**src/sprite_consts.svh**
```systemverilog
`ifndef SPRITE_CONSTS_SVH
`define SPRITE_CONSTS_SVH

// Number of entries in sprite attribute RAM
`define SPR_COUNT 32

// Width and height of one sprite in pixels
`define SPR_SIZE 16

// Bytes per attribute entry in sprite RAM
`define SPR_ATTR_STRIDE 4

// Last line-buffer x cleared after each swap
`define LINE_LAST 352

// Added to hcnt to form the readout x
`define READ_OFFSET 18

`endif
```
**src/sprite_pkg.sv**
```systemverilog
`default_nettype none

`include "sprite_consts.svh"

package sprite_pkg;

	// Widths with a meaning of their own
	typedef logic [$clog2(`SPR_COUNT)-1:0] sprite_idx_t;
	typedef logic [9:0] coord_t;
	typedef logic [8:0] line_x_t;
	typedef logic [9:0] lb_addr_t;
	typedef logic [15:0] color_t;
	typedef logic [$clog2(`SPR_SIZE)-1:0] row_t;
	typedef logic [$clog2(`SPR_SIZE)-1:0] pix_t;

	// Attribute fields and external address widths
	typedef logic [5:0] image_idx_t;
	typedef logic [1:0] pal_idx_t;
	typedef logic [6:0] sram_addr_t;
	typedef logic [13:0] rom_addr_t;
	typedef logic [7:0] pal_addr_t;

	// One sprite row to draw, handed from sequencer to drawer
	typedef struct packed {
		image_idx_t image;
		pal_idx_t pal;
		coord_t x;
		row_t row;
	} sprite_desc_t;

	// Pixel write into the current write slot
	typedef struct packed {
		logic we;
		line_x_t x;
		color_t color;
	} lb_write_t;

	typedef struct packed {
		logic [7:0] r;
		logic [7:0] g;
		logic [7:0] b;
		logic a;
	} rgb_t;

	typedef enum logic [3:0] {
		SEQ_IDLE,
		SEQ_SWAP,
		SEQ_CLEAR,
		SEQ_ADDR,
		SEQ_RD_WAIT,
		SEQ_RD_CTRL,
		SEQ_RD_YLO,
		SEQ_RD_IMG,
		SEQ_CHECK,
		SEQ_DRAW
	} seq_state_t;

	typedef enum logic [2:0] {
		DRW_IDLE,
		DRW_ROM_WAIT,
		DRW_ROM_DATA,
		DRW_PAL_WAIT,
		DRW_PAL_DATA,
		DRW_NEXT
	} draw_state_t;

endpackage

`default_nettype wire

```
**src/sprite_pixel_drawer.sv**
```systemverilog
`timescale 1ns/100ps
`default_nettype none

`include "sprite_consts.svh"

module sprite_pixel_drawer (
	input  logic                     clk,
	input  logic                     rst_n,
	input  sprite_pkg::sprite_desc_t desc,
	input  logic                     draw_start,
	output logic                     draw_done,
	output sprite_pkg::rom_addr_t    sprom_addr,
	input  logic [7:0]               sprom_data,
	output sprite_pkg::pal_addr_t    palrom_addr,
	input  sprite_pkg::color_t       palrom_data,
	output sprite_pkg::lb_write_t    lb_wr
);

	sprite_pkg::draw_state_t state;
	sprite_pkg::pix_t pix;
	logic last_pix;

	assign last_pix = (pix == sprite_pkg::pix_t'(`SPR_SIZE - 1));

	always_ff @(posedge clk)
	begin
		if (!rst_n)
		begin
			state <= sprite_pkg::DRW_IDLE;
			draw_done <= 1'b0;
			lb_wr.we <= 1'b0;
			pix <= '0;
			sprom_addr <= '0;
			palrom_addr <= '0;
		end
		else
		begin
			draw_done <= 1'b0;
			lb_wr.we <= 1'b0;

			case (state)
				sprite_pkg::DRW_IDLE:
				begin
					if (draw_start)
					begin
						// Row start: image*256 + row*16
						sprom_addr <= {desc.image, desc.row, 4'b0000};
						pix <= '0;
						state <= sprite_pkg::DRW_ROM_WAIT;
					end
				end

				sprite_pkg::DRW_ROM_WAIT:
				begin
					state <= sprite_pkg::DRW_ROM_DATA;
				end

				sprite_pkg::DRW_ROM_DATA:
				begin
					palrom_addr <= {desc.pal, sprom_data[4:0], 1'b0};
					state <= sprite_pkg::DRW_PAL_WAIT;
				end

				sprite_pkg::DRW_PAL_WAIT:
				begin
					state <= sprite_pkg::DRW_PAL_DATA;
				end

				// Alpha bit decides whether anything lands in the buffer
				sprite_pkg::DRW_PAL_DATA:
				begin
					lb_wr.we <= palrom_data[15];
					lb_wr.x <= desc.x[8:0] + sprite_pkg::line_x_t'(pix);
					lb_wr.color <= palrom_data;
					state <= sprite_pkg::DRW_NEXT;
				end

				sprite_pkg::DRW_NEXT:
				begin
					if (last_pix)
					begin
						draw_done <= 1'b1;
						state <= sprite_pkg::DRW_IDLE;
					end
					else
					begin
						pix <= pix + 1'b1;
						sprom_addr <= sprom_addr + 1'b1;
						state <= sprite_pkg::DRW_ROM_WAIT;
					end
				end

				default:
				begin
					state <= sprite_pkg::DRW_IDLE;
				end
			endcase
		end
	end

endmodule

`default_nettype wire

```
**config.mk**
```make
export PLATFORM = sky130hd
export DESIGN_NAME = sprite_pixel_drawer
export DESIGN_NICKNAME = d
export VERILOG_FILES = /design/src/sprite_pkg.sv /design/src/sprite_pixel_drawer.sv
export VERILOG_INCLUDE_DIRS = /design/src
export SDC_FILE = /design/constraint.sdc
export NUM_CORES = 1
export LEC_CHECK = 0
export ABC_AREA = 1
export ABC_CLOCK_PERIOD_IN_PS = 1500
export BUFFER_PORTS_ARGS = -buffer_cell sky130_fd_sc_hd__clkbuf_2
export CORE_ASPECT_RATIO = 0.9
export CORE_UTILIZATION = 44
export DETAILED_ROUTE_END_ITERATION = 16
export GPL_ROUTABILITY_DRIVEN = 0
export GPL_TIMING_DRIVEN = 0
export PLACE_DENSITY_LB_ADDON = 0.2
export SLEW_MARGIN = 10
export SYNTH_ARGS = -nofsm -noshare
export SYNTH_HDL_FRONTEND = slang
export SYNTH_SLANG_ARGS = --single-unit
```
**constraint.sdc**
```tcl
create_clock -name clk -period 1.5 [get_ports clk]
set_input_delay 0.075 -clock clk [delete_from_list [all_inputs] [get_ports clk]]
set_output_delay 0.075 -clock clk [all_outputs]
set_load 0.01 [all_outputs]
```
Word-level counts from Yosys, hierarchy flattened
Index checks and enable logic that the tools add are counted.
- output and inout bits: 49
- flip-flop bits (word level): 55
- bits of input ports: 49
- logic and storage cells: 34
- mux-type cells: 10
- $add $sub $neg: 3
- equal/unequal tests: 8
- reductions and logical operators: 5
- operators with widths (operator ; count):
    14-bit two-way mux ; 2
    14-bit one-hot mux with 2 select lines ; 1
    3-bit one-hot mux with 6 select lines ; 1
    14-bit by 1-bit adder with 14-bit output, second input constant ; 1
    9-bit by 4-bit adder with 9-bit output ; 1
    4-bit two-way mux ; 2
    4-bit one-hot mux with 2 select lines ; 1
    3-bit by 2-bit equality test with 1-bit output, second input constant ; 2
    3-bit equality test, second input constant ; 2
    4-bit by 1-bit adder with 4-bit output, second input constant ; 1
    4-bit equality test, second input constant ; 1
    2-bit != test, second input constant ; 2
    2-bit AND reduction ; 2
    3-bit by 1-bit equality test with 1-bit output, second input constant ; 1
    3-bit zero test ; 1
    3-bit two-way mux ; 1
    3-bit AND reduction ; 1
    1-bit two-way mux ; 2
    2-bit nonzero test ; 1

Longest topological paths before layout
- depth after elaboration: 3
- gate-level depth with buffers: 10
- gate-level depth less buffers: 10

Worst setup path after synthesis
Ideal clock, no wire load.
- path type: flip-flop to flip-flop
- from: reg pix[0]
- to: reg lb_wr[22] (netlist name), data pin
- setup time: 257 ps
- setup slack: -138 ps
- stages on the path, launching flop included: 7
- clock period less this slack: 1638 ps
- buffers on the path: 0
- data required time: 1243 ps
- arrival time: 1381 ps
- path through: dfxtp_1 -> ha_1 -> fa_1 -> nand3_1 -> nand2_1 -> and3_1 -> xor2_1
- cells in the longest elaborated chain, start to end: 1
- ends and longest elaborated chain (item ; RTL line ; RTL):
    start: declaration ; sprite_pixel_drawer.sv:20 ; sprite_pkg::pix_t pix;
    start signal: assignment ; sprite_pixel_drawer.sv:87 ; pix <= pix + 1'b1;
    9-bit by 4-bit adder with 9-bit output ; sprite_pixel_drawer.sv:73 ; lb_wr.x <= desc.x[8:0] + sprite_pkg::line_x_t'(pix);
    end: declaration ; sprite_pixel_drawer.sv:16 ; output sprite_pkg::lb_write_t lb_wr
Every way passes these cells.
A chain may end at the register's enable or synchronous reset.

Worst setup path after layout
Ends and elaborated chain as after synthesis.

==> flow_summary.toml <==
[worst_hold_path]
hold_depth = 3
hp-class = "primary input to flip-flop"

[placed_design]
place_hpwl_um = 4229
port-buffer-count = 92

[synthesis]
synth_area_um2 = 2615
syn-num-nets = 360
synth_top_area_share_pct = 28.71
yosys-top-cells-area = "edfxtp_1 29%, dfxtp_1 23%, nand2_1 13%"
synthTopCellsByCount = "88 x nand2_1, 41 x nand3_1, 30 x dfxtp_1"
synth-main-ff-cell = "dfxtp_1"
yosysTopAreaCell = "edfxtp_1"
yosysSeqAreaShare_pct = 51.67
synthCells = 304
synthArstFlopShare_pct = 0
synth-edff-count = 25
ys_ff_latch = 55
syn-mean-instance-area_um2 = 8.602
synth_cell_types = 33
yosys_warnings = 0
yosysMostFrequentCell = "nand2_1"

[finish]
area.sequential_um2 = 1364
areaGrowthSynthToFinish_pct = 40.48
fin_nets = 490
multi_input_area_um2 = 1216
n_antenna_cell = 0
drive_gt1_share_pct = 37.70
n_fill_cell = 451

[critical_path]
crit_fanout = 3
critPathKind = "flip-flop to flip-flop"
arrival_ns = 1.57
endpoint_kind = "flip-flop"
cp.required_ns = 1.58
critPathLaunchType = "flip-flop"
r2r_cells = 6

[floorplan]
initial_utilization_pct = 45.93
die_w_um = 83.26
dieHeight_um = 75.14
die_area_um2 = 6256
ios = 98
rows = 26
core_region_area_um2 = 5693

[routing]
routed_via_density = 4.881
ant_nets = 0
initialDrtViolationCount = 115
first_pass_iters = 4
dr_total_vias = 2465
wirelength_um = 6266
drc = 0
avgRoutedWirePerCell_um = 12.41

[power_and_ir_drop]
p_total_mw = 3.100
peakVddDrop_mv = 0.6958
p_per_area_nw_per_um2 = 843.8
p_leak_nw = 1.651

[timing]
setup_viol = 0
fin_crit_ns = 1.497
rsz0062_at_grt = "yes"
final-max-slew-violation-count = 0
fin_crit_sh_pct = 99.78
final.setup.tns_ns = 0
final.setup_skew_ns = 0.007753
clock.fmax_ghz = 0.6681
finalHoldViolations = 0

[global_routing]
antenna_found_initial = 0
grt_busiest_layer = "met2"
grt.met1_usage_pct = 25.50
gr-usage-met2_pct = 35.06
gr-usage-all-layers_pct = 20.03
grt_pass1_vias = 2137
use_met3_pct = 3.728
grt_overflow = 0
grt_max_degree = 19
grt_pass1_wl_um = 9915

[clocking]
root_buffer = "clkbuf_8"
cts_buffers = 5
cts.sinks = 55
cts_max_level = 2
cts_buffer_depth = 2
cts_tree = "yes"
clk_pin_slew_ns = 0.10
insertion_delay_ns = 0.31

[job]
drv_cap = 0

[outcome]
outcome = "finished, final reports clean"
power breakdown:
| part | internal [mW] | switching (mW) |
|---|---|---|
| Clock | 0.336 | 0.508 |
| Sequential | 1.63 | 0.0770 |
| Combinational | 0.234 | 0.318 |
logic make-up after synthesis:
| group | after synthesis | share of synthesized area [%] |
|---|---|---|
| simple gates | 171 | 30.77 |
| flops | 55 | 51.67 |
| buf+inv | 39 | 6.459 |
| compound gates | 23 | 4.641 |
| xor+xnor | 8 | 2.680 |
| fa+ha+maj | 7 | 3.636 |
| other cells | 1 | 0.1434 |
path summary, 6_finish.rpt:
kind              slack [ns]      startpoint        endpoint
hold reg to reg         0.47  palrom_addr[5]  palrom_addr[5]
hold / removal         0.005        desc[15]  palrom_addr[7]
setup / recovery       0.003          pix[0]       lb_wr[22]
setup reg to reg       0.003          pix[0]       lb_wr[22]
state kept, by name, summed over array words and instances (netlist names):
name         cells
draw_done        1
lb_wr           26
palrom_addr      7
pix              4
sprom_addr      14
state            3
layout by cell type (no fill, tap or decap), types with 3 or more instances in the layout:
master         instances
dfxtp_1               24
nor2_1                11
a21oi_1               15
o21ai_0                3
nor2_4                 3
dlygate4sd3_1         18
ha_4                   3
or2_2                  6
nor3_1                 3
dfxtp_2                4
inv_1                 27
clkbuf_2              92
nand3_1               37
inv_2                  5
buf_4                 12
edfxtp_1              25
nand2_2                4
nand2_1               86
nand4_1                6
xor2_1                 7
clkbuf_8               5
nand3_2                5
repair_timing:
item                                   4_1_cts  5_1_grt
setup endpoints to repair                   42       37
buffers inserted                             5        6
cloned                                       1        1
hold buffers                                18        0
pin swaps                                    5        9
endpoints found under the hold margin       19        0
gates resized for setup                     15       16
worst max-delay path, cell delays in order (launching register included):
cell and delay (ns):
dfxtp_2 0.35, ha_4 0.16, fa_2 0.35, nand3_2 0.07
nand2_2 0.06, and3_4 0.15, xor2_1 0.13
final cells by class:
type                    instances  share of cell area (%)
flip-flops and latches         55                   37.13
multi-input cells             210                   33.11
repair buffers                121                   19.69
inverters                      35                   3.917
well taps                      70                   2.384
clock buffers                   5                   1.873
plain buffers                   4                  0.9196
clock inverters                 3                  0.6131
repair inverters                2                  0.3747
stage by stage:
step / setup WS (ns) / utilization, % / hold slack [ns] / cells / cell area [um2]
floorplan: -0.05535 / - / 0.1739 / 304 / 2624
global placement: -0.2128 / 55.71 / 0.2517 / 466 / 3172
detailed placement: -0.2363 / 55.71 / 0.2536 / 466 / 3172
CTS: -0.05250 / 62.51 / 0.000004441 / 498 / 3558
global route: -0.04534 / 64.53 / 0.01935 / 505 / 3674
finish: 0.003314 / 64.53 / 0.005342 / 505 / 3674
per-layer routing:
metal	wire (um)	up-vias	part of all wire, %
met1	2861	1124	46
met3	303	8	4.8
met5	0	-	0
li1	-	1261	-
met4	78	0	1.2
met2	3023	72	48
Note: power is estimated with default switching activity, not from simulation.
