### src/sprite_consts.svh
`ifndef SPRITE_CONSTS_SVH
`define SPRITE_CONSTS_SVH

// Number of entries in sprite attribute RAM
`define SPR_COUNT 32

// Width and height of one sprite in pixels
`define SPR_SIZE 16

// Bytes per attribute entry in sprite RAM
`define SPR_ATTR_STRIDE 4

// Last line-buffer x cleared after each swap
`define LINE_LAST 352

// Added to hcnt to form the readout x
`define READ_OFFSET 18

`endif
### src/sprite_pkg.sv
`default_nettype none

`include "sprite_consts.svh"

package sprite_pkg;

	// Widths with a meaning of their own
	typedef logic [$clog2(`SPR_COUNT)-1:0] sprite_idx_t;
	typedef logic [9:0] coord_t;
	typedef logic [8:0] line_x_t;
	typedef logic [9:0] lb_addr_t;
	typedef logic [15:0] color_t;
	typedef logic [$clog2(`SPR_SIZE)-1:0] row_t;
	typedef logic [$clog2(`SPR_SIZE)-1:0] pix_t;

	// Attribute fields and external address widths
	typedef logic [5:0] image_idx_t;
	typedef logic [1:0] pal_idx_t;
	typedef logic [6:0] sram_addr_t;
	typedef logic [13:0] rom_addr_t;
	typedef logic [7:0] pal_addr_t;

	// One sprite row to draw, handed from sequencer to drawer
	typedef struct packed {
		image_idx_t image;
		pal_idx_t pal;
		coord_t x;
		row_t row;
	} sprite_desc_t;

	// Pixel write into the current write slot
	typedef struct packed {
		logic we;
		line_x_t x;
		color_t color;
	} lb_write_t;

	typedef struct packed {
		logic [7:0] r;
		logic [7:0] g;
		logic [7:0] b;
		logic a;
	} rgb_t;

	typedef enum logic [3:0] {
		SEQ_IDLE,
		SEQ_SWAP,
		SEQ_CLEAR,
		SEQ_ADDR,
		SEQ_RD_WAIT,
		SEQ_RD_CTRL,
		SEQ_RD_YLO,
		SEQ_RD_IMG,
		SEQ_CHECK,
		SEQ_DRAW
	} seq_state_t;

	typedef enum logic [2:0] {
		DRW_IDLE,
		DRW_ROM_WAIT,
		DRW_ROM_DATA,
		DRW_PAL_WAIT,
		DRW_PAL_DATA,
		DRW_NEXT
	} draw_state_t;

endpackage

`default_nettype wire

### src/sprite_line_sequencer.sv
`timescale 1ns/100ps
`default_nettype none

`include "sprite_consts.svh"

module sprite_line_sequencer (
	input  logic                    clk,
	input  logic                    rst_n,
	input  logic                    hsync,
	input  logic [8:0]              vcnt,
	input  logic                    clear_busy,
	input  logic                    draw_done,
	output logic                    swap,
	output sprite_pkg::sram_addr_t  spriteram_addr,
	input  logic [7:0]              spriteram_data,
	output sprite_pkg::sprite_desc_t desc,
	output logic                    draw_start
);

	sprite_pkg::seq_state_t state;

	logic hsync_last;
	logic hsync_rise;

	sprite_pkg::sprite_idx_t idx;
	sprite_pkg::coord_t active;

	// Attribute fields collected over the byte reads
	logic spr_en;
	sprite_pkg::pal_idx_t spr_pal;
	sprite_pkg::coord_t spr_y;
	sprite_pkg::image_idx_t spr_img;
	logic [1:0] spr_x_hi;

	sprite_pkg::coord_t row_diff;
	logic band_hit;
	logic last_sprite;

	// The row difference is only trusted when active is not below Y
	assign row_diff = active - spr_y;
	assign band_hit = spr_en && (active >= spr_y) &&
		(row_diff < sprite_pkg::coord_t'(`SPR_SIZE));
	assign last_sprite = (idx == sprite_pkg::sprite_idx_t'(`SPR_COUNT - 1));

	always_ff @(posedge clk)
	begin
		if (!rst_n)
		begin
			state <= sprite_pkg::SEQ_IDLE;
			hsync_last <= 1'b0;
			hsync_rise <= 1'b0;
			swap <= 1'b0;
			draw_start <= 1'b0;
			idx <= '0;
			spriteram_addr <= '0;
		end
		else
		begin
			hsync_last <= hsync;
			hsync_rise <= hsync & ~hsync_last;
			swap <= 1'b0;
			draw_start <= 1'b0;

			case (state)
				sprite_pkg::SEQ_IDLE:
				begin
					// Edges seen in any other state are dropped
					if (hsync_rise)
					begin
						swap <= 1'b1;
						active <= sprite_pkg::coord_t'(vcnt) +
							sprite_pkg::coord_t'(`SPR_SIZE);
						state <= sprite_pkg::SEQ_SWAP;
					end
				end

				// clear_busy only rises once the buffer has seen swap
				sprite_pkg::SEQ_SWAP:
				begin
					idx <= '0;
					state <= sprite_pkg::SEQ_CLEAR;
				end

				sprite_pkg::SEQ_CLEAR:
				begin
					if (!clear_busy)
						state <= sprite_pkg::SEQ_ADDR;
				end

				sprite_pkg::SEQ_ADDR:
				begin
					spriteram_addr <= sprite_pkg::sram_addr_t'(idx) *
						sprite_pkg::sram_addr_t'(`SPR_ATTR_STRIDE);
					state <= sprite_pkg::SEQ_RD_WAIT;
				end

				sprite_pkg::SEQ_RD_WAIT:
				begin
					spriteram_addr <= spriteram_addr + 1'b1;
					state <= sprite_pkg::SEQ_RD_CTRL;
				end

				// Byte 0 holds enable, palette and Y high bits
				sprite_pkg::SEQ_RD_CTRL:
				begin
					spr_en <= spriteram_data[7];
					spr_pal <= spriteram_data[5:4];
					spr_y[9:8] <= spriteram_data[1:0];
					spriteram_addr <= spriteram_addr + 1'b1;
					state <= sprite_pkg::SEQ_RD_YLO;
				end

				sprite_pkg::SEQ_RD_YLO:
				begin
					spr_y[7:0] <= spriteram_data;
					spriteram_addr <= spriteram_addr + 1'b1;
					state <= sprite_pkg::SEQ_RD_IMG;
				end

				// Byte 2 holds image index and X high bits
				sprite_pkg::SEQ_RD_IMG:
				begin
					spr_img <= spriteram_data[7:2];
					spr_x_hi <= spriteram_data[1:0];
					state <= sprite_pkg::SEQ_CHECK;
				end

				// Byte 3 (X low) is on the bus during the check
				sprite_pkg::SEQ_CHECK:
				begin
					if (band_hit)
					begin
						desc.image <= spr_img;
						desc.pal <= spr_pal;
						desc.x <= {spr_x_hi, spriteram_data};
						desc.row <= row_diff[3:0];
						draw_start <= 1'b1;
						state <= sprite_pkg::SEQ_DRAW;
					end
					else if (last_sprite)
						state <= sprite_pkg::SEQ_IDLE;
					else
					begin
						idx <= idx + 1'b1;
						state <= sprite_pkg::SEQ_ADDR;
					end
				end

				sprite_pkg::SEQ_DRAW:
				begin
					if (draw_done)
					begin
						if (last_sprite)
							state <= sprite_pkg::SEQ_IDLE;
						else
						begin
							idx <= idx + 1'b1;
							state <= sprite_pkg::SEQ_ADDR;
						end
					end
				end

				default:
				begin
					state <= sprite_pkg::SEQ_IDLE;
				end
			endcase
		end
	end

endmodule

`default_nettype wire

### config.mk
export PLATFORM = sky130hd
export DESIGN_NAME = sprite_line_sequencer
export DESIGN_NICKNAME = d
export VERILOG_FILES = /design/src/sprite_pkg.sv /design/src/sprite_line_sequencer.sv
export VERILOG_INCLUDE_DIRS = /design/src
export SDC_FILE = /design/constraint.sdc
export NUM_CORES = 1
export LEC_CHECK = 0
export BUFFER_PORTS_ARGS = -buffer_cell sky130_fd_sc_hd__buf_2
export CAP_MARGIN = 5
export CORE_AREA = 2 2 90 92
export DETAILED_ROUTE_END_ITERATION = 6
export DIE_AREA = 0 0 92 94
export HOLD_SLACK_MARGIN = 0.08
export PLACE_DENSITY = 0.62
export SETUP_SLACK_MARGIN = 0.3
export SYNTH_ARGS = -nofsm -noshare
export SYNTH_HDL_FRONTEND = slang
export SYNTH_SLANG_ARGS = --single-unit
### constraint.sdc
create_clock -name clk -period 13.8 [get_ports clk]
set_input_delay 0.69 -clock clk [delete_from_list [all_inputs] [get_ports clk]]
set_output_delay 0.69 -clock clk [all_outputs]
set_load 0.02 [all_outputs]
---- Word level (Yosys, flattened, before mapping) ----
Index checks and enable logic that the tools add are counted.
storage, ports and cells
  flip-flop bits (word level) ............. 73
  bits of input ports ..................... 22
  output and inout bits ................... 31
operators by class
  add/sub/neg operators ................... 4
  $lt $le $gt $ge ......................... 2
  eq/ne operators ......................... 14
  multiplexer cells ....................... 13
  bitwise gates (word level) .............. 2
  reductions and logical operators ........ 15
operator list
  kind                                                 number
  one-hot mux 4 bit (10 select lines)                  1
  == test 4 x 3 -> 1 bit, second input constant        4
  2-to-1 mux 4 bit                                     4
  2-to-1 mux 5 bit                                     3
  one-hot mux 5 bit (3 select lines)                   1
  one-hot mux 7 bit (2 select lines)                   1
  AND reduction 3 bit                                  4
  adder 9 x 5 -> 10 bit, second input constant         1
  >= comparator 10 bit                                 1
  < comparator 10 x 5 -> 1 bit, second input constant  1
  AND reduction 2 bit                                  5
  subtractor 10 bit                                    1
  == test 4 x 2 -> 1 bit, second input constant        2
  == test 4 bit, second input constant                 2
  inequality test 2 bit, second input constant         4
  adder 7 x 1 -> 7 bit, second input constant          1
  adder 5 x 1 -> 5 bit, second input constant          1
  == test 5 bit, second input constant                 1
  == test 4 x 1 -> 1 bit, second input constant        1
  logical NOT 4 bit                                    1
  nonzero test 3 bit                                   1
  OR reduction 3 bit                                   1
  logical AND 1 bit                                    2
  2-to-1 mux 1 bit                                     2
  4 further kinds                                      4

---- Logic depth before layout (Yosys ltp) ----
Gate-level depths: netlist of the first run.
  depth in word-level cells ............... 5
  gate-level depth with buffers ........... 12

---- Worst setup path after synthesis of the first run ----
No wires, ideal clock.
  kind .................................... reg-to-reg
  start ................................... register active[5]
  end ..................................... register desc[0] in the netlist's numbering, enable pin
  arrival time ............................ 4.070 ns
  required time ........................... 13.343 ns
  slack ................................... 9.273 ns
  cell stages (with the launch flop) ...... 8
  buffers on the path ..................... 0
  clock period less this slack ............ 4.527 ns
  cell sequence ........................... edfxtp_1 > ha_1 > a21o_1 > a221o_1 > nor3_1 > o22ai_2 > a211o_1 > nor4_1
between the ends
  cells in the longest elaborated chain, start to end .. 4
ends and longest elaborated chain
  what                                                                      line                                                      text
  start, declared                                                           sprite_line_sequencer.sv:26                               sprite_pkg::coord_t active;
  start signal, assigned                                                    sprite_line_sequencer.sv:71                               active <= sprite_pkg::coord_t'(vcnt) +
  subtractor 10 bit / >= comparator 10 bit (equally long branches)          sprite_line_sequencer.sv:40, sprite_line_sequencer.sv:41
  < comparator 10 x 5 -> 1 bit / logical AND 1 bit (equally long branches)  sprite_line_sequencer.sv:42, sprite_line_sequencer.sv:41
  logical AND 1 bit *                                                       sprite_line_sequencer.sv:41                               assign band_hit = spr_en && (active >= spr_y) &&
  AND reduction 3 bit (no source line) *                                    n/a
  end, declared                                                             sprite_line_sequencer.sv:16                               output sprite_pkg::sprite_desc_t desc,
Every way passes the cells marked *; elsewhere a longest branch is shown, timed or not.
A chain may end at the register's enable or synchronous reset.

---- Worst setup path after layout of the first run ----
  start ................................... register active[0]
  end ..................................... register idx[3]
between the ends
  cells in the longest elaborated chain, start to end .. 5
ends and longest elaborated chain
  what                                                                      line                                                      text
  subtractor 10 bit / >= comparator 10 bit (equally long branches)          sprite_line_sequencer.sv:40, sprite_line_sequencer.sv:41
  < comparator 10 x 5 -> 1 bit / logical AND 1 bit (equally long branches)  sprite_line_sequencer.sv:42, sprite_line_sequencer.sv:41
  logical AND 1 bit *                                                       sprite_line_sequencer.sv:41
  inequality test 2 bit (no source line) *                                  n/a
  AND reduction 3 bit (no source line) *                                    n/a
  end signal, assigned                                                      sprite_line_sequencer.sv:144                              idx <= idx + 1'b1;
  end signal, assigned                                                      sprite_line_sequencer.sv:157                              idx <= idx + 1'b1;
  end, declared                                                             sprite_line_sequencer.sv:25                               sprite_pkg::sprite_idx_t idx;
Marks and branches as above.

==> metrics.txt, run 1 <==
share of cells above drive strength 1 22.89%; reported net switching power 94.75 uW; buffer depth of the longest clock path 2; Setup crit end kind flop; cell leakage power 1.507 nW; most area-hungry cell type in the Yosys netlist edfxtp_1; layout-stage area growth over the synthesis result 17.09%; final antenna-violating net count 0; reg-to-reg setup timing slack 10.73 ns; number of buffers inserted to repair setup after CTS 0; worst vdd ir 55.38 uV; proportion of power drawn by the clock network 41.1%; max-slew violation count 0; Setup WS pre-CTS 10.74 ns; cell types with the largest area share after synthesis edfxtp_1 (48%), dfxtp_1 (12%), ha_1 (5.3%); Pint 346.5 uW; Fin. Hold Viols 0; Total GRT Usage 16.14%; crit path kind reg2reg; number of clock sinks 73; RR Startpoint active[0]; main combinational cell family by area after synthesis simple AND/OR/NAND/NOR gates; quantity of I/O buffers inserted on ports 52; pin count of the biggest net entering global routing 23; share of synthesized registers carrying an async set or reset 0%; RSZ-0062 raised after global routing false; yosys synthesis warning count 0; antenna violations before repair 0; Final Cycle Share 22.26%; Worst Hold Slack 0.3877 ns; Flop pwr share 54.0%; setup TNS 0 ns; share of synthesized cell area in and, or, nand and nor gates 15.85%; Pwr per Cell Area 113.1 mW/mm2; diode insertion count for antenna repair 0; CP cell instances inv_1, ha_1, inv_1, fa_1, a21o_1, a21oi_1, xor2_1, o2111ai_2, nor4b_2, or4_1, a21boi_1; worst r2r dst idx[3]; vias in the first global route 2,166; final worst clock skew 0.01135 ns; post-synthesis adder-cell area fraction 5.858%; Setup-failing EPs final 0; I/O pin count 53; number of instances in the synthesized netlist 274; post-synthesis share of cell area spent on xor and xnor gates 1.577%; worst skew pair latency 0.35 ns; Bufs and invs on worst path 2; multiplexer area fraction after synthesis 0.9012%; Synth top cells by count edfxtp_1 (53), dfxtp_1 (20), inv_1 (18), nor2_1 (17), ha_1 (14); die area 0.008648 mm2; part of the Yosys area used for sequential elements 59.78%; final WL 6.531 mm; overall die width 92 um; floorplan die height 94 um; via count 2,318; cell class contributing the biggest share of worst-path delay simple AND/OR/NAND/NOR gates; critical path data required time 14.03 ns; length of the first detailed-routing pass in iterations 4; Final min period 3.072 ns; total half-perimeter wirelength after legalization and detailed placement 4.768 mm; average wire length per cell after detail routing 15.05 um; number of gates resized after CTS 0; min setup slack post-route 10.73 ns; # rows 32; actual transition at the worst max-transition pin 0.8719 ns; number of nets produced by synthesis 311; library cell contributing the largest single delay on the critical path nor4b_2; final std cell area, no fill 0.003901 mm2; first-pass GRT wire length 10.61 mm; Crit path largest cell delay 0.78 ns; Crit path depth 11; number of enable-type register cells in the synthesized netlist 53; most used standard cell by instance count after synthesis edfxtp_1; fmax 325.5 MHz; TritonCTS clock tree yes; synthesized-area fraction occupied by ao, oa, aoi and oai cells 12.35%; Post-CTS Hold Fix Bufs 0; most common cell type on the critical path inv_1; element type at the critical path start flop; library cells used by synthesis 54; average size of a mapped cell 12.16 um2; initial cell density of the core 43.80%; power share of the combinational group 4.9%; Seq cells post-synth 73; final core utilization 51.28%; total cell area at the placement stage 0.003682 mm2; proportion of netlist area held by the largest area contributor 47.77%; Clock Root Buffer clkbuf_8; routability congestion estimate 0.8233; power after layout 441.2 uW; remaining global-route overflow 0; status finished, final reports clean; clock input transition at the sequential cells of the worst setup and hold paths 0.08 ns; cts bufs inserted 9; Core Area 0.007607 mm2; final-stage net count 364; Critical Path Source active[0]; largest fanout on the critical path 11; classification of the worst-slack hold path reg2reg; net switching fraction of the power 21.47%; depth of the CTS H-tree 3; netlist area before placement 0.003332 mm2; initial detailed-routing violation count 128; Cell Count Post-Placement 418; critical path endpoint idx[3]; Primary FF master, synth edfxtp_1; maxcap violations 0; number of design rule violations left after detail routing 0; Vias/cell 5.341; Rel. slew slack 41.72%; critical path arrival 3.30 ns; number of cells in the finished layout apart from fillers 434; depth of the most critical reg-to-reg path 11
-- cells by family after synthesis --
kind of cell             after synthesis
AO/OA/AOI/OAI                         57
XOR/XNOR                               6
adder cells (fa/ha/maj)               15
buffers and inverters                 30
flip-flops                            73
multiplexers                           3
AND/OR/NAND/NOR                       90
-- power groups by stage --
stage	registers (mW)	clock network (mW)	logic (mW)
6_report	0.238	0.182	0.0214
5_1_grt	0.239	0.195	0.0240
4_1_cts	0.238	0.186	0.0216
3_5_place_dp	0.243	0	0.0215
3_3_place_gp	0.243	0	0.0210
2_1_floorplan	0.242	0	0.0143
-- routing by layer --
layer | global-route usage (%) | share of wire, % | wire length [um] | vias to the layer above
li1 | - | - | - | 1147
met1 | 19.20 | 42 | 2767 | 1108
met2 | 27.21 | 51 | 3323 | 52
met3 | 4.976 | 4.7 | 306 | 11
met4 | 6.841 | 2.0 | 133 | 0
met5 | 0 | 0 | 0 | -
-- worst register-to-register path, stage by stage (launching register included) --
cell and delay [ns]:
edfxtp_1 0.36, inv_1 0.06, ha_1 0.15, inv_1 0.05
fa_1 0.42, a21o_1 0.23, a21oi_1 0.22, xor2_1 0.20
o2111ai_2 0.21, nor4b_2 0.78, or4_1 0.22, a21boi_1 0.06
-- worst min path at each step --
stage	startpoint	end	slack, ns	cells after the start
after floorplan	hsync_last	hsync_rise	0.37	1
after CTS	hsync_last	hsync_rise	0.39	1
after global placement	hsync_last	hsync_rise	0.37	1
after global routing	hsync_last	hsync_rise	0.41	1
after detailed placement	hsync_last	hsync_rise	0.38	1
final	hsync_last	hsync_rise	0.39	1
-- cell type report --
type / count / area, um2
inverters: 19 / 71.32
fillers: 704 / 3706
flip-flops and latches: 73 / 1992
well taps: 102 / 127.6
multi-input cells: 171 / 1224
clock buffers: 9 / 123.9
repair buffers: 53 / 267.8
clock inverters: 7 / 95.09
-- placed cells by master (no fill, tap or decap), types with 5 or more instances in the layout --
| cell | n |
|---|---|
| o21ai_0 | 10 |
| buf_2 | 52 |
| ha_1 | 14 |
| clkbuf_8 | 9 |
| dfxtp_1 | 20 |
| a221oi_1 | 6 |
| nand3_1 | 8 |
| nor2_1 | 17 |
| nand2_1 | 10 |
| edfxtp_1 | 53 |
| a21oi_1 | 10 |
| nand2b_1 | 8 |
| and3_1 | 7 |
| inv_1 | 18 |
| nor3_1 | 7 |
| nor3b_1 | 5 |
-- state kept, by name (all words and copies together) (netlist names) --
name / flops
spriteram_addr: 7
spr_en: 1
hsync_rise: 1
hsync_last: 1
draw_start: 1
idx: 5
swap: 1
spr_y: 10
spr_img: 6
active: 10
spr_x_hi: 2
desc: 22
spr_pal: 2
state: 4
Note: power is estimated with default switching activity, not from simulation.
==> run 2, diff against run 1 <==
--- a/config.mk
+++ b/config.mk
@@ -6,13 +6,14 @@
 export SDC_FILE = /design/constraint.sdc
 export NUM_CORES = 1
 export LEC_CHECK = 0
+export ABC_AREA = 1
 export BUFFER_PORTS_ARGS = -buffer_cell sky130_fd_sc_hd__buf_2
 export CAP_MARGIN = 5
-export CORE_AREA = 2 2 90 92
+export CORE_AREA = 2 2 91 93
 export DETAILED_ROUTE_END_ITERATION = 6
-export DIE_AREA = 0 0 92 94
+export DIE_AREA = 0 0 93 95
 export HOLD_SLACK_MARGIN = 0.08
-export PLACE_DENSITY = 0.62
+export PLACE_DENSITY = 0.65
 export SETUP_SLACK_MARGIN = 0.3
 export SYNTH_ARGS = -nofsm -noshare
 export SYNTH_HDL_FRONTEND = slang
==> constraint.sdc (replaced) <==
create_clock -name clk -period 2.7 [get_ports clk]
set_input_delay 0.135 -clock clk [delete_from_list [all_inputs] [get_ports clk]]
set_output_delay 0.135 -clock clk [all_outputs]
set_load 0.02 [all_outputs]
==> run 2 against run 1 <==
Against the previous run: largest power group unchanged; highest routed layer unchanged; clock skew rose by 0.00080 ns; clock power rose to 4.4 times the previous value; critical path depth up 4; synthesized cell count is 27% higher; largest cell class unchanged; cell count increased by 27%.
==> metrics.txt, run 2 <==
status finished, final reports clean (unchanged); most used standard cell by instance count after synthesis nand2_1 (was edfxtp_1); initial detailed-routing violation count 63 (was 128); cell class contributing the biggest share of worst-path delay simple AND/OR/NAND/NOR gates (unchanged); Primary FF master, synth edfxtp_1 (unchanged); Pwr per Cell Area 502.1 mW/mm2 (was 113.1 mW/mm2); leading cell type in the layout, fill and taps excluded nand2_1 (was edfxtp_1); initial cell density of the core 43.72% (was 43.80%); Total GRT Usage 17.40% (was 16.14%); proportion of netlist area held by the largest area contributor 45.92% (was 47.77%); total half-perimeter wirelength after legalization and detailed placement 5.095 mm (was 4.768 mm); average size of a mapped cell 9.931 um2 (was 12.16 um2); floorplan die height 95 um (was 94 um); Fin. Hold Viols 0 (unchanged); number of enable-type register cells in the synthesized netlist 53 (unchanged); min setup slack post-route 0.01480 ns (was 10.73 ns); average wire length per cell after detail routing 12.92 um (was 15.05 um); final antenna-violating net count 0 (unchanged); number of flip-flops under the largest register name 22 (unchanged); number of instances in the synthesized netlist 349 (was 274); Rel. slew slack 39.25% (was 41.72%); depth of the CTS H-tree 3 (unchanged); actual transition at the worst max-transition pin 0.9043 ns (was 0.8719 ns); critical path data required time 2.77 ns (was 14.03 ns); overall die width 93 um (was 92 um); antenna violations before repair 0 (unchanged); part of the Yosys area used for sequential elements 57.47% (was 59.78%); number of design rule violations left after detail routing 0 (unchanged); final-stage net count 479 (was 364); die area 0.008835 mm2 (was 0.008648 mm2); clock input transition at the sequential cells of the worst setup and hold paths 0.08 ns (about the same); worst vdd ir 290.0 uV (was 55.38 uV); largest fanout on the critical path 11 (unchanged); share of synthesized registers carrying an async set or reset 0% (unchanged); netlist area before placement 0.003466 mm2 (was 0.003332 mm2); number of cells on the worst hold path 3 (was 1); depth of the most critical reg-to-reg path 15 (was 11); Regs by FF count desc (22), active (10), spr_y (10) (unchanged); Core Area 0.007928 mm2 (was 0.007607 mm2); WHS Endpoint swap (was hsync_rise); Synth top cells by count nand2_1 (68), edfxtp_1 (53), inv_1 (51), nor2_1 (36) (was edfxtp_1 (53), dfxtp_1 (20), inv_1 (18), nor2_1 (17), ha_1 (14)); start point of the worst hold path rst_n (was hsync_last); max-slew violation count 0 (unchanged); Setup crit end kind flop (unchanged); first-pass GRT wire length 11.63 mm (was 10.61 mm); reg-to-reg setup timing slack 0.01 ns (was 10.73 ns); Seq cells post-synth 73 (unchanged); worst r2r dst desc[16] (was idx[3]); cell types with the largest area share after synthesis edfxtp_1 (46%), dfxtp_1 (12%), nand2_1 (7.4%) (was edfxtp_1 (48%), dfxtp_1 (12%), ha_1 (5.3%)); RR Startpoint active[0] (unchanged); RSZ-0062 raised after global routing true (was false); diode insertion count for antenna repair 0 (unchanged); Setup WS pre-CTS 0.05266 ns (was 10.74 ns); classification of the worst-slack hold path in2reg (was reg2reg); yosys synthesis warning count 0 (unchanged); Bufs and invs on worst path 4 (was 2); buffer depth of the longest clock path 2 (unchanged); remaining global-route overflow 0 (unchanged); setup TNS 0 ns (unchanged); most area-hungry cell type in the Yosys netlist edfxtp_1 (unchanged); final worst clock skew 0.01215 ns (was 0.01135 ns); Clock Root Buffer clkbuf_8 (unchanged); crit path kind reg2reg (unchanged); cts bufs inserted 9 (unchanged); via count 2,637 (was 2,318); total cell area at the placement stage 0.003884 mm2 (was 0.003682 mm2); number of clock sinks 73 (unchanged); share of cells above drive strength 1 26.62% (was 22.89%); # rows 33 (was 32); maxcap violations 0 (unchanged); critical path arrival 2.75 ns (was 3.30 ns); quantity of I/O buffers inserted on ports 52 (unchanged); Crit path largest cell delay 0.37 ns (was 0.78 ns); TritonCTS clock tree yes (unchanged); highest-count cells in the layout ignoring fill and taps nand2_1 (67), edfxtp_1 (53), buf_2 (52) (was edfxtp_1 (53), buf_2 (52), dfxtp_1 (20)); Vias/cell 4.777 (was 5.341); Final Cycle Share 99.45% (was 22.26%); Final min period 2.685 ns (was 3.072 ns); worst skew pair latency 0.35 ns (about the same); final std cell area, no fill 0.004398 mm2 (was 0.003901 mm2); Worst Hold Slack 0.1087 ns (was 0.3877 ns); CP cell instances inv_1, ha_2, inv_2, fa_2, nand2_2, nand2_2, nand3_2, nand2_2, a21oi_2, nand2_1, nor3_2, nand4_1, nor3b_4, buf_4, buf_12 (was inv_1, ha_1, inv_1, fa_1, a21o_1, a21oi_1, xor2_1, o2111ai_2, nor4b_2, or4_1, a21boi_1); library cell contributing the largest single delay on the critical path edfxtp_1 (was nor4b_2); layout-stage area growth over the synthesis result 26.90% (was 17.09%); pin count of the biggest net entering global routing 17 (was 23); I/O pin count 53 (unchanged); number of nets produced by synthesis 386 (was 311); routability congestion estimate 0.9511 (was 0.8233); vias in the first global route 2,637 (was 2,166); Setup-failing EPs final 0 (unchanged); register name with the most flops desc (unchanged); length of the first detailed-routing pass in iterations 5 (was 4); most common cell type on the critical path nand2_2 (was inv_1); power after layout 2.208 mW (was 441.2 uW); library cells used by synthesis 32 (was 54); fmax 372.4 MHz (was 325.5 MHz); cell leakage power 1.914 nW (was 1.507 nW); final WL 7.131 mm (was 6.531 mm); element type at the critical path start flop (unchanged)
[run 2: cell types whose count changed after synthesis, sizes merged, moves of 5 or more]
cell / change
nand2: +69
inv: +37
nor2: +24
nand3: +16
a21oi: +9
and3: -7
clkbuf: -7
nand2b: -7
a221oi: -6
and2: -5
nor4: -5
xor2: +5
[run 2: repair_timing]
| action | in CTS | in global routing |
|---|---|---|
| hold endpoints to repair | 38 | 0 |
| gates cloned | 2 | 0 |
| setup endpoints to repair | 22 | 30 |
| pin swaps | 2 | 2 |
| hold buffers | 18 | 0 |
| gates resized for setup | 7 | 2 |
| setup buffers | 8 | 1 |
[run 2: report_power, final]
part	switching (mW)	leakage [nW]	total, mW	internal (mW)
Clock	0.446	0.0888	0.796	0.350
Sequential	0.0156	0.641	1.23	1.22
Combinational	0.105	1.18	0.182	0.0773
Total	0.566	1.91	2.21	1.64
[run 2: tightest hold or removal path: stages]
cell     delay [ns]
buf_2          0.15
nand2_1        0.08
nor2_1         0.04
[run 2: how the worst max path moves through the flow]
stage               startpoint  endpoint  slack (ns)  cells past startpoint
global placement     active[0]   desc[3]        0.11                     14
floorplan            active[0]   desc[0]        -0.1                     13
global route         active[3]   desc[2]       -0.17                     13
CTS                  active[0]  desc[18]        0.08                     15
detailed placement   active[0]  desc[11]        0.05                     14
finish               active[0]  desc[16]        0.01                     15
[run 2: per-stage QoR]
step / std cells / util (%)
6_report: 552 / 55.48
5_1_grt: 552 / 55.48
4_1_cts: 551 / 55.29
3_5_place_dp: 507 / 48.99
3_3_place_gp: 507 / 48.99
2_1_floorplan: 349 / -
[run 2: cells by family after synthesis]
kind of cell    synth area share, %
buf+inv                       6.606
fa+ha+maj                     5.632
flops                         57.47
xor+xnor                      2.274
simple gates                  22.35
compound gates                5.668
[run 2: per-layer routing]
| metal | global-route usage [%] | up-vias | wire length (um) |
|---|---|---|---|
| li1 | - | 1345 | - |
| met1 | 18.70 | 1217 | 2996 |
| met2 | 33.15 | 63 | 3779 |
| met3 | 4.150 | 12 | 246 |
| met4 | 6.250 | 0 | 109 |
| met5 | 0 | - | 0 |
[run 2: final cells by class]
cell class              count  area (um2)
repair buffers             84       601.8
flip-flops and latches     73        1992
clock buffers               9       123.9
inverters                  55       206.4
clock inverters             7       61.31
well taps                 105       131.4
fillers                   722        3530
multi-input cells         219        1281
==> run 3, diff against run 2 <==
--- a/config.mk
+++ b/config.mk
@@ -12,9 +12,11 @@
 export CORE_AREA = 2 2 91 93
 export DETAILED_ROUTE_END_ITERATION = 6
 export DIE_AREA = 0 0 93 95
+export GPL_TIMING_DRIVEN = 0
 export HOLD_SLACK_MARGIN = 0.08
-export PLACE_DENSITY = 0.65
+export PLACE_DENSITY = 0.67
 export SETUP_SLACK_MARGIN = 0.3
 export SYNTH_ARGS = -nofsm -noshare
 export SYNTH_HDL_FRONTEND = slang
 export SYNTH_SLANG_ARGS = --single-unit
+export TNS_END_PERCENT = 5
==> run 3 against run 2 <==
Against the previous run: critical path depth unchanged; total power decreased by 3.7%; via count decreased by 1.4%; routed wire length decreased by 5.9%; global-route usage decreased by 1.5 points; largest power group unchanged.
==> metrics.txt, run 3 (synthesized netlist as in run 2, its figures left out) <==
Bufs and invs on worst path 4 (unchanged); floorplan die height 95 um (unchanged); maxcap violations 0 (unchanged); power after layout 2.127 mW (was 2.208 mW); Crit path largest cell delay 0.36 ns (was 0.37 ns); Regs by FF count desc (22), active (10), spr_y (10) (unchanged); average wire length per cell after detail routing 12.29 um (was 12.92 um); final worst clock skew 0.007562 ns (was 0.01215 ns); Total GRT Usage 15.87% (was 17.40%); diode insertion count for antenna repair 0 (unchanged); start point of the worst hold path vcnt[5] (was rst_n); FF/Latch Area 0.001992 mm2 (unchanged); final WL 6.712 mm (was 7.131 mm); final-stage net count 473 (was 479); buffer depth of the longest clock path 2 (unchanged); number of cells in the finished layout apart from fillers 546 (was 552); initial detailed-routing violation count 93 (was 63); Final min period 2.613 ns (was 2.685 ns); I/O pin count 53 (unchanged); Critical Path Source active[0] (unchanged); remaining global-route overflow 0 (unchanged); initial cell density of the core 43.72% (unchanged); critical path arrival 2.67 ns (was 2.75 ns); Clock Root Buffer clkbuf_8 (unchanged); CP cell instances inv_1, ha_2, inv_2, fa_2, nand2_2, nand2_4, nand3_2, nand2_2, a21oi_2, nand2_1, nor3_2, nand4_1, buf_6, nor3b_4, buf_6 (was inv_1, ha_2, inv_2, fa_2, nand2_2, nand2_2, nand3_2, nand2_2, a21oi_2, nand2_1, nor3_2, nand4_1, nor3b_4, buf_4, buf_12); number of fill cells in the layout 711 (was 722); area of the multi-input gates 0.001306 mm2 (was 0.001281 mm2); min setup slack post-route 0.08677 ns (was 0.01480 ns); fmax 382.7 MHz (was 372.4 MHz); quantity of I/O buffers inserted on ports 52 (unchanged); Cell Count Post-Placement 506 (was 507); first-pass GRT wire length 10.62 mm (was 11.63 mm); leading cell type in the layout, fill and taps excluded nand2_1 (unchanged); status finished, final reports clean (unchanged); length of the first detailed-routing pass in iterations 4 (was 5); Rel. slew slack 18.11% (was 39.25%); cell leakage power 1.872 nW (was 1.914 nW); Setup WS pre-CTS -0.5869 ns (was 0.05266 ns); RR Startpoint active[0] (unchanged); cts bufs inserted 9 (unchanged); RSZ-0062 raised after global routing true (unchanged); number of design rule violations left after detail routing 0 (unchanged); critical path data required time 2.76 ns (was 2.77 ns); highest-count cells in the layout ignoring fill and taps nand2_1 (67), edfxtp_1 (53), buf_2 (52) (unchanged); max-slew violation count 0 (unchanged); TritonCTS clock tree yes (unchanged); Fin. Hold Viols 0 (unchanged); Core Area 0.007928 mm2 (unchanged); layout-stage area growth over the synthesis result 24.77% (was 26.90%); element type at the critical path start flop (unchanged); Final Cycle Share 96.79% (was 99.45%); number of clock sinks 73 (unchanged); share of cells above drive strength 1 25.17% (was 26.62%); Setup-failing EPs final 0 (unchanged); classification of the worst-slack hold path in2reg (unchanged); setup TNS 0 ns (unchanged); die area 0.008835 mm2 (unchanged); actual transition at the worst max-transition pin 1.219 ns (was 0.9043 ns); antenna violations before repair 0 (unchanged); pin count of the biggest net entering global routing 13 (was 17); Vias/cell 4.760 (was 4.777); vias in the first global route 2,383 (was 2,637); depth of the CTS H-tree 3 (unchanged); # rows 33 (unchanged); Pwr per Cell Area 491.8 mW/mm2 (was 502.1 mW/mm2); worst skew pair latency 0.34 ns (was 0.35 ns); largest fanout on the critical path 7 (was 11); via count 2,599 (was 2,637); total half-perimeter wirelength after legalization and detailed placement 4.795 mm (was 5.095 mm); cell class contributing the biggest share of worst-path delay simple AND/OR/NAND/NOR gates (unchanged); final antenna-violating net count 0 (unchanged); overall die width 93 um (unchanged); clock input transition at the sequential cells of the worst setup and hold paths 0.07 ns (was 0.08 ns); routability congestion estimate 0.8658 (was 0.9511); library cell contributing the largest single delay on the critical path edfxtp_1 (unchanged); Setup crit end kind flop (unchanged); crit path kind reg2reg (unchanged); register name with the most flops desc (unchanged); number of flip-flops under the largest register name 22 (unchanged); worst vdd ir 290.7 uV (was 290.0 uV)
run 3: changes by cell type in the layout (fill, tap and decap cells not counted), sizes merged:
cell and change:
clkinvlp +1, clkbuf +2, buf -7, clkinv +1, inv -4, nor3b +1
run 3: what timing repair did:
item	CTS	global route
endpoints found under the setup margin	22	28
pin swaps	4	6
endpoints found under the hold margin	39	0
gates resized for setup	7	5
hold buffers	18	0
setup buffers	5	0
cloned	1	0
run 3: stage by stage:
stage	instance area (um2)	utilization (%)	hold slack, ns
6_report	4324	54.55	0.09925
5_1_grt	4324	54.55	0.09294
3_3_place_gp	3871	48.83	0.3159
2_1_floorplan	3480	-	0.2326
3_5_place_dp	3871	48.83	0.3165
4_1_cts	4305	54.31	0.08097
run 3: cell type report:
type	instances	area share, %
plain buffers	2	0.5208
clock buffers	11	3.038
clock inverters	5	0.7523
inverters	55	4.774
multi-input cells	220	30.21
flip-flops and latches	73	46.06
well taps	105	3.038
repair buffers	75	11.60
run 3: metal layers:
metal / track usage (%) / routed length, um / share of wire, % / up-vias
met1: 17.51 / 2872 / 43 / 1183
met2: 28.99 / 3428 / 51 / 72
met5: 0 / 0 / 0 / -
met4: 5.147 / 73 / 1.1 / 0
met3: 5.108 / 338 / 5.0 / 8
li1: - / - / - / 1336
run 3: path summary, 6_finish.rpt:
check	end	slack, ns	depth (start not counted)
worst min register to register	hsync_rise	0.39	1
worst min-delay path	active[5]	0.1	2
worst max register to register	desc[21]	0.09	15
worst max-delay path	desc[21]	0.09	15
run 3: where the power goes:
group | internal (mW) | switching, mW | total (mW)
combinational | 0.0759 | 0.103 | 0.179
sequential | 1.22 | 0.0156 | 1.23
clock | 0.330 | 0.386 | 0.716
total | 1.62 | 0.505 | 2.13
